--- src/logic/pad_pkg.sv ---
`default_nettype none

package pad_pkg;

    // ------------------------------
    // read timing
    // ------------------------------
    localparam int num_phases           = 8;
    localparam int phase_cycles_default = 1000;  // matches pad timing at a typical board clock
    localparam int count_w              = 12;    // covers phase_cycles_default

    // select is high in the even phases and low in the odd ones
    typedef enum logic [2:0] {
        phase_0 = 3'd0,
        phase_1 = 3'd1,
        phase_2 = 3'd2,
        phase_3 = 3'd3,
        phase_4 = 3'd4,
        phase_5 = 3'd5,
        phase_6 = 3'd6,
        phase_7 = 3'd7
    } phase_t;

    // ------------------------------
    // pad connector and report
    // ------------------------------
    typedef struct packed {
        logic up_z;
        logic down_y;
        logic left_x;
        logic right_mode;
        logic a_b;
        logic start_c;
    } pad_pins_t;

    typedef struct packed {
        logic up;
        logic down;
        logic left;
        logic right;
        logic a;
        logic b;
        logic c;
        logic x;
        logic y;
        logic z;
        logic start;
        logic mode;
    } pad_buttons_t;

    typedef struct packed {
        logic         connected;
        logic         six_button;
        pad_buttons_t buttons;      // pressed flags, active high
    } pad_report_t;

endpackage

`default_nettype wire

--- src/logic/pad_reader_top.sv ---
`timescale 1ns/10ps
`default_nettype none

module pad_reader_top #(
    parameter int phase_cycles = pad_pkg::phase_cycles_default
) (
    input  wire logic                 clk,
    input  wire logic                 reset,
    input  wire logic                 poll,
    input  wire pad_pkg::pad_pins_t   pins,
    output logic                      select,
    output logic                      busy,
    output logic                      report_valid,
    output pad_pkg::pad_report_t      report
);
    import pad_pkg::*;

    logic   timer_start;
    logic   timer_run;
    logic   phase_end;
    logic   read_start;
    logic   read_end;
    phase_t phase;

    phase_timer u_timer (
        .clk       (clk),
        .reset     (reset),
        .start     (timer_start),
        .run       (timer_run),
        .length    (count_w'(phase_cycles)),
        .phase_end (phase_end)
    );

    pad_sequencer u_sequencer (
        .clk          (clk),
        .reset        (reset),
        .poll         (poll),
        .phase_end    (phase_end),
        .timer_start  (timer_start),
        .timer_run    (timer_run),
        .select       (select),
        .busy         (busy),
        .report_valid (report_valid),
        .read_start   (read_start),
        .read_end     (read_end),
        .phase        (phase)
    );

    pin_sampler u_sampler (
        .clk        (clk),
        .reset      (reset),
        .pins       (pins),
        .phase      (phase),
        .phase_end  (phase_end),
        .read_start (read_start),
        .read_end   (read_end),
        .report     (report)
    );

endmodule

`default_nettype wire

--- src/logic/pad_sequencer.sv ---
`timescale 1ns/10ps
`default_nettype none

module pad_sequencer (
    input  wire logic       clk,
    input  wire logic       reset,
    input  wire logic       poll,
    input  wire logic       phase_end,
    output logic            timer_start,
    output logic            timer_run,
    output logic            select,
    output logic            busy,
    output logic            report_valid,
    output logic            read_start,
    output logic            read_end,
    output pad_pkg::phase_t phase
);
    import pad_pkg::*;

    typedef enum logic [1:0] {
        st_idle   = 2'd0,
        st_run    = 2'd1,
        st_finish = 2'd2
    } state_t;

    localparam phase_t last_phase = phase_t'(3'(num_phases - 1));

    state_t     state;
    logic [2:0] phase_next;

    // ------------------------------
    // strobes decoded from the state
    // ------------------------------
    assign read_start  = (state == st_idle) && poll;  // a poll outside idle is dropped
    assign timer_start = read_start;
    assign timer_run   = (state == st_run);
    assign read_end    = (state == st_finish);

    assign phase_next = phase + 3'd1;

    always_ff @(posedge clk or negedge reset) begin
        if (!reset) begin
            state        <= st_idle;
            phase        <= phase_0;
            select       <= 1'b1;
            busy         <= 1'b0;
            report_valid <= 1'b0;
        end else begin
            report_valid <= 1'b0;
            case (state)
                st_idle: begin
                    select <= 1'b1;
                    if (poll) begin
                        state <= st_run;
                        phase <= phase_0;
                        busy  <= 1'b1;
                    end
                end
                st_run: begin
                    if (phase_end) begin
                        if (phase == last_phase) begin
                            state  <= st_finish;
                            select <= 1'b1;
                        end else begin
                            phase  <= phase_t'(phase_next);
                            select <= ~phase_next[0];  // even phases drive select high
                        end
                    end
                end
                st_finish: begin
                    // the sampler copies its result to the report on this edge
                    state        <= st_idle;
                    busy         <= 1'b0;
                    report_valid <= 1'b1;
                end
                default: begin
                    state  <= st_idle;
                    select <= 1'b1;
                    busy   <= 1'b0;
                end
            endcase
        end
    end

endmodule

`default_nettype wire

--- src/logic/phase_timer.sv ---
`timescale 1ns/10ps
`default_nettype none

module phase_timer (
    input  wire logic                         clk,
    input  wire logic                         reset,
    input  wire logic                         start,
    input  wire logic                         run,
    input  wire logic [pad_pkg::count_w-1:0]  length,
    output logic                              phase_end
);
    import pad_pkg::*;

    logic [count_w-1:0] count;

    // last cycle of the phase
    assign phase_end = run && (count == length - 1'b1);

    always_ff @(posedge clk or negedge reset) begin
        if (!reset) begin
            count <= '0;
        end else if (start) begin
            count <= '0;
        end else if (run) begin
            if (phase_end) begin
                count <= '0;  // next phase starts straight away
            end else begin
                count <= count + 1'b1;
            end
        end
    end

endmodule

`default_nettype wire

--- src/logic/pin_sampler.sv ---
`timescale 1ns/10ps
`default_nettype none

module pin_sampler (
    input  wire logic                 clk,
    input  wire logic                 reset,
    input  wire pad_pkg::pad_pins_t   pins,
    input  wire pad_pkg::phase_t      phase,
    input  wire logic                 phase_end,
    input  wire logic                 read_start,
    input  wire logic                 read_end,
    output pad_pkg::pad_report_t      report
);
    import pad_pkg::*;

    pad_pins_t   pins_meta;
    pad_pins_t   pins_sync;
    pad_pins_t   low;          // pins driven low by the pad, as active high
    pad_report_t work;
    pad_report_t result;

    // ------------------------------
    // synchronizer
    // ------------------------------
    always_ff @(posedge clk or negedge reset) begin
        if (!reset) begin
            pins_meta <= '1;  // idle pins float high
            pins_sync <= '1;
        end else begin
            pins_meta <= pins;
            pins_sync <= pins_meta;
        end
    end

    assign low = ~pins_sync;

    // ------------------------------
    // capture per phase
    // ------------------------------
    always_ff @(posedge clk) begin
        if (read_start) begin
            work <= '0;
        end else if (phase_end) begin
            case (phase)
                phase_1: begin
                    work.buttons.a     <= low.a_b;
                    work.buttons.start <= low.start_c;
                    work.connected     <= low.left_x & low.right_mode;
                end
                phase_2: begin
                    work.buttons.up    <= low.up_z;
                    work.buttons.down  <= low.down_y;
                    work.buttons.left  <= low.left_x;
                    work.buttons.right <= low.right_mode;
                end
                phase_4: begin
                    work.buttons.b <= low.a_b;
                    work.buttons.c <= low.start_c;
                end
                phase_5: work.six_button <= low.up_z & low.down_y & low.left_x & low.right_mode;
                phase_6: begin
                    work.buttons.z    <= low.up_z;
                    work.buttons.y    <= low.down_y;
                    work.buttons.x    <= low.left_x;
                    work.buttons.mode <= low.right_mode;
                end
                default: ;
            endcase
        end
    end

    // a three-button pad shows directions again in phase 6, so those bits are dropped
    always_comb begin
        result            = work;
        result.six_button = work.connected & work.six_button;
        if (!result.six_button) begin
            result.buttons.x    = 1'b0;
            result.buttons.y    = 1'b0;
            result.buttons.z    = 1'b0;
            result.buttons.mode = 1'b0;
        end
        if (!work.connected) begin
            result.buttons = '0;
        end
    end

    always_ff @(posedge clk or negedge reset) begin
        if (!reset) begin
            report <= '0;
        end else if (read_end) begin
            report <= result;
        end
    end

endmodule

`default_nettype wire

--- config.mk ---
export PLATFORM = sky130hd
export DESIGN_NAME = pad_reader_top
export DESIGN_NICKNAME = d
export VERILOG_FILES = /design/src/logic/pad_pkg.sv /design/src/logic/pad_reader_top.sv /design/src/logic/pad_sequencer.sv /design/src/logic/phase_timer.sv /design/src/logic/pin_sampler.sv
export SDC_FILE = /design/constraint.sdc
export NUM_CORES = 1
export LEC_CHECK = 0
export BUFFER_PORTS_ARGS = -buffer_cell sky130_fd_sc_hd__buf_4
export CAP_MARGIN = 20
export CORE_UTILIZATION = 40
export CTS_CLUSTER_SIZE = 25
export DETAILED_ROUTE_END_ITERATION = 10
export GPL_TIMING_DRIVEN = 0
export PLACE_DENSITY = 0.63
export SETUP_SLACK_MARGIN = 0.15
export SYNTH_ARGS = -nofsm -noshare
export SYNTH_HDL_FRONTEND = slang
export SYNTH_SLANG_ARGS = --single-unit
--- constraint.sdc ---
create_clock -name clk -period 2.7 [get_ports clk]
set_clock_uncertainty 0.15 [all_clocks]
set_input_delay 0.135 -clock clk [delete_from_list [all_inputs] [get_ports clk]]
set_output_delay 0.135 -clock clk [all_outputs]
set_load 0.005 [all_outputs]
==> Yosys cells after proc, flatten, opt, wreduce, memory -nomap -nowiden <==
Cells that the tools add are included.
{ "op_classes": {"addsub": 2, "n_eq_ne": 13, "n_mux": 20, "n_bitwise": 9, "reduce_logical": 14} }
{ "ops": {"columns": ["op", "count"], "rows": [
  ["$mux W12", 4],
  ["$reduce_and A2 Y1", 7],
  ["$add A12 B1 Y12 const B", 1],
  ["$eq A12 B10 Y1 const B", 1],
  ["$eq A3 B3 Y1 const B", 4],
  ["$mux W3", 4],
  ["$mux W2", 3],
  ["$ne A2 B2 Y1 const B", 3],
  ["$not A6 Y6", 1],
  ["$pmux W3 S2", 1],
  ["$and A1 B1 Y1", 5],
  ["$mux W1", 5],
  ["$pmux W1 S2", 2],
  ["$pmux W2 S2", 1],
  ["$reduce_and A4 Y1", 1],
  ["$reduce_bool A2 Y1", 2],
  ["$add A3 B1 Y3 const B", 1],
  ["$eq A3 B1 Y1 const B", 1],
  ["$eq A3 B2 Y1 const B", 1],
  ["$not A1 Y1", 3],
  ["$reduce_and A3 Y1", 1],
  ["$eq A2 B1 Y1 const B", 1],
  ["$eq A2 B2 Y1 const B", 1],
  ["$logic_and A1 B1 Y1", 2],
  ["other kinds (2)", 2]
]} }
{ "word_totals": {"regBits": 60, "elab_cells": 104} }

==> Longest topological paths before layout <==
{ "logic_depth": {"word_depth": 5, "mapped_depth": 7, "depth_no_buf": 5} }

==> By module <==
From an unflattened synthesis, not the netlist that was laid out.
{ "unflattened": {"cells_unflattened": 272, "hier_area_um2": 2821.5} }
{ "by_module_without_submodules": {"columns": ["module", "instances", "cells_each", "area_per_inst_um2", "seq_area_each_um2"], "rows": [
  ["pin_sampler", 1, 123, 1438.9, 945.9],
  ["phase_timer", 1, 112, 993.5, 300.3],
  ["pad_sequencer", 1, 35, 381.6, 201.4],
  ["pad_reader_top", 1, 2, 7.5, 0.0]
]} }

==> Least setup slack after synthesis <==
Ideal clock, no wire load.
{ "synth_timing": {"path_kind": "register to register", "start": "register u_timer.count[0]", "end": "register u_sampler.work[4] (netlist bit)", "setup_ns": 0.137, "arrival_ns": 1.678, "required_time_ns": 2.413, "slack_ns": 0.735, "stages_incl_launch_ff": 7, "period_less_slack_ns": 1.965, "path_cell_list": "dfrtp_1 ha_1 nand4bb_2 or4_4 buf_6 nor4_1 nor3_1"} }
{ "synth_via": {"elab_chain_len": 3} }
{ "synth_rtl": {"columns": ["item", "line_no", "source"], "rows": [
  ["start: declaration", "phase_timer.sv:14", "logic [count_w-1:0] count;"],
  ["start signal: assignment", "phase_timer.sv:28", "count <= count + 1'b1;"],
  ["$eq A12 B10 Y1", "phase_timer.sv:17", "assign phase_end = run && (count == length - 1'b1);"],
  ["$logic_and A1 B1 Y1", "phase_timer.sv:17", null],
  ["$reduce_and A2 Y1 (no line)", null, null],
  ["end: declaration", "pin_sampler.sv:19", "pad_report_t work;"]
]} }
No other way between the ends.
A chain may end at the register's enable or synchronous reset.

==> Worst setup path in the final report <==
Ends and elaborated chain as after synthesis.

==> impl_metrics.yaml <==
run_status:
  status: "finished, final reports clean"
logic_synthesis:
  syn_avg_cell_area_um2: 11.0
  synth_seq_cells: 60
  ys_types: 47
  syn_nets: 254
  seq_area_frac_synth: 0.552
  synth_warnings: 0
  syn_inst: 239
  synth_area_um2: 2620
placement:
  port_buffers: 25
  place_congestion: 0.818
  post-place-ws_ns: 0.537
  postPlaceCellArea_um2: 2910
  dp_hpwl_mm: 3.78
setup_path:
  cpLargestDelayFamily: "simple AND/OR/NAND/NOR gates"
  cp_data_arrival_time_ns: 2.23
  path_class: "flop to flop"
  cp_data_required_time_ns: 2.75
  path_cells: "ha_1 > nand4bb_2 > or4_4 > buf_6 > nor4_1 > nor3_1"
  critical_path.slowest_cell: "or4_4"
  critPathMaxFanout: 7
  crit_buf_inv: 1
  cpPeakStageDelay_ns: 0.47
  start_kind: "flop"
  endpoint_kind: "flop"
detailed_routing:
  vias: 2022
  routedWlPerCell_um: 15.3
  wl_met3_um: 264
  drt-total-wl_mm: 5.59
  highest_layer: "met4"
  drt_iter0_markers: 83
  routed_via_density: 5.54
  met1Wirelength_mm: 2.67
  ant_nets: 0
  dr.pass1.iters: 4
  wl_met2_mm: 2.52
  drc: 0
clocking:
  cts-htree-levels: 3
  cts_setup_buffers: 0
  clock_sinks: 60
  cts-resized-gates: 0
  cts_hold_buffers: 8
  cts_max_path_buffers: 2
  insertion_delay_ns: 0.35
  path_clk_slew_ns: 0.07
  cts_tree: "yes"
  cts_root_buf: "clkbuf_8"
  cts_buffers: 9
grt:
  grt_usage: 0.179
  antenna_found_initial: 0
  grt_pass1_wl_mm: 9.69
  grt_max_degree: 47
  grt.overflow.total: 0
  grt_pass1_vias: 2041
flow_run:
  cap_violations: 0
pwr:
  p_leak_nw: 1.39
  ir_worst_vdd_v: 0.000459
  cellPowerDensity_nw_per_um2: 748
timing:
  period_share: 0.807
  slew_viol_final: 0
  finalSetupViolCount: 0
  setup_tns_ns: 0
  hold_violations: 0
  fmax_mhz: 459
  setup_ws_ns: 0.522
  fin_crit_ns: 2.18
  worst_slew_pin_slew_ns: 0.762
  rsz0062_at_grt: "no"
  relSlewSlack: 0.491
die:
  die_area_um2: 6880
  io_pins: 26
  num_rows: 29
  die_y_um: 83.0
  start_util: 0.413
  die_w_um: 83.0
  fp.coreArea_um2: 6350
layout:
  layout-drive-gt1-share: 0.250
  n_antenna_cell: 0
  layout.nets: 298
  final_area_um2: 3240
  synthToLayoutAreaGrowth_pct: 23.8
worst_hold_path:
  hold_class: "input pin to async pin"
==> layer usage <==
metal  GRT usage  vias up
met5           0        -
met4      0.0940        0
met3      0.0487       11
met2       0.262       43
met1       0.241      985
li1            -      983
==> cell families (layout without fill, tap and decap cells) <==
| family | count (synthesis) | in the layout | synth area share |
|---|---|---|---|
| DFF | 60 | 60 | 0.552 |
| AOI/OAI and AO/OA | 69 | 69 | 0.192 |
| adders and majority gates | 6 | 6 | 0.0286 |
| buffers and inverters | 20 | 69 | 0.0391 |
| muxes | 3 | 3 | 0.0119 |
| and+or+nand+nor | 81 | 81 | 0.176 |
==> worst register-to-register path: stages (launching register included) <==
cell	delay, ns
dfrtp_1	0.40
ha_1	0.27
nand4bb_2	0.25
or4_4	0.47
buf_6	0.15
nor4_1	0.28
nor3_1	0.07
==> Yosys cell counts, drive strengths merged <==
master   count  area (µm²)
o2bb2ai      1        8.76
dfxtp       14         280
nor3b        1        7.51
and3         3        18.8
a21oi        7        35.0
nor2b        2        12.5
o41a         1        12.5
nand3        4        32.5
o21ai       16        80.1
a311oi       2        17.5
nand4bb      1        16.3
buf          6        48.8
and2         2        12.5
a41oi       11        96.3
nand3b       1        11.3
ha           6        75.1
or3          3        18.8
clkbuf       7        27.5
nand4        3        18.8
mux2i        2        20.0
o41ai        1        27.5
dfrtp       33         826
a21o         3        23.8
or4          2        18.8
a22o         7        61.3
a211oi       6        45.0
o211ai       2        15.0
mux2         1        11.3
nor2         8        30.0
o21bai       2        15.0
nor3        10        66.3
inv          7        26.3
nand2       30         113
a32o         1        10.0
nand2b       3        18.8
dfstp       13         342
nor4         7        58.8
a31oi        9        56.3
or2          1        6.26
==> per-stage QoR <==
step                       util  hold slack (ns)  power [W]  cells
final                     0.511            0.171    0.00243    365
after global routing      0.511            0.211    0.00254    365
after CTS                 0.511            0.206    0.00245    365
after detailed placement  0.458           0.0286    0.00140    341
after global placement    0.458           0.0201    0.00139    341
after floorplan               -           -0.311    0.00131    239
==> cell type report <==
cell class	instances	area (µm²)
fillers	583	3110
flip-flops and latches	60	1450
multi-input cells	159	1070
repair buffers	33	268
clock buffers	11	151
clock inverters	5	108
well taps	77	96.3
plain buffers	13	76.3
inverters	7	26.3
==> final timing paths <==
kind,start,to,slack [ns],cells past startpoint
worst min-delay path,reset,u_sampler.report[2],0.17,2
worst min register to register,u_sampler.pins_meta[3],u_sampler.pins_sync[3],0.21,0
worst max-delay path,u_timer.count[0],u_sampler.work[4],0.52,6
max in group asynchronous,reset,u_sampler.report[9],1.80,2
worst max register to register,u_timer.count[0],u_sampler.work[4],0.52,6
min in group clk,u_sampler.pins_meta[3],u_sampler.pins_sync[3],0.21,0
==> cell usage in the layout (no fill, tap or decap), drive strengths merged, types with 7 or more instances in the layout <==
cell type | synthesis | routed
nand2 | 30 | 30
nor3 | 10 | 10
a22o | 7 | 7
a31oi | 9 | 9
a21oi | 7 | 7
o21ai | 16 | 16
dfxtp | 14 | 14
dlygate4sd3 | 0 | 8
nor4 | 7 | 7
a41oi | 11 | 11
nor2 | 8 | 8
inv | 7 | 7
clkbuf | 7 | 18
buf | 6 | 31
dfrtp | 33 | 33
dfstp | 13 | 13
==> flip-flops by register name (all words and copies together) (netlist names) <==
name and flops:
u_sampler.report 14, u_sampler.work 13, u_timer.count 12, u_sampler.pins_meta 6, u_sampler.pins_sync 6, u_sequencer.phase 3
u_sequencer.state 2, u_sampler.result 1, u_sequencer.busy 1, u_sequencer.report_valid 1, u_sequencer.select 1
==> power by group <==
part	total, W	switching, W	internal, W
Combinational	0.000273	0.000148	0.000125
Sequential	0.00113	0.000126	0.00100
Clock	0.00103	0.000359	0.000666
Total	0.00243	0.000633	0.00179
Note: power is estimated with default switching activity, not from simulation.
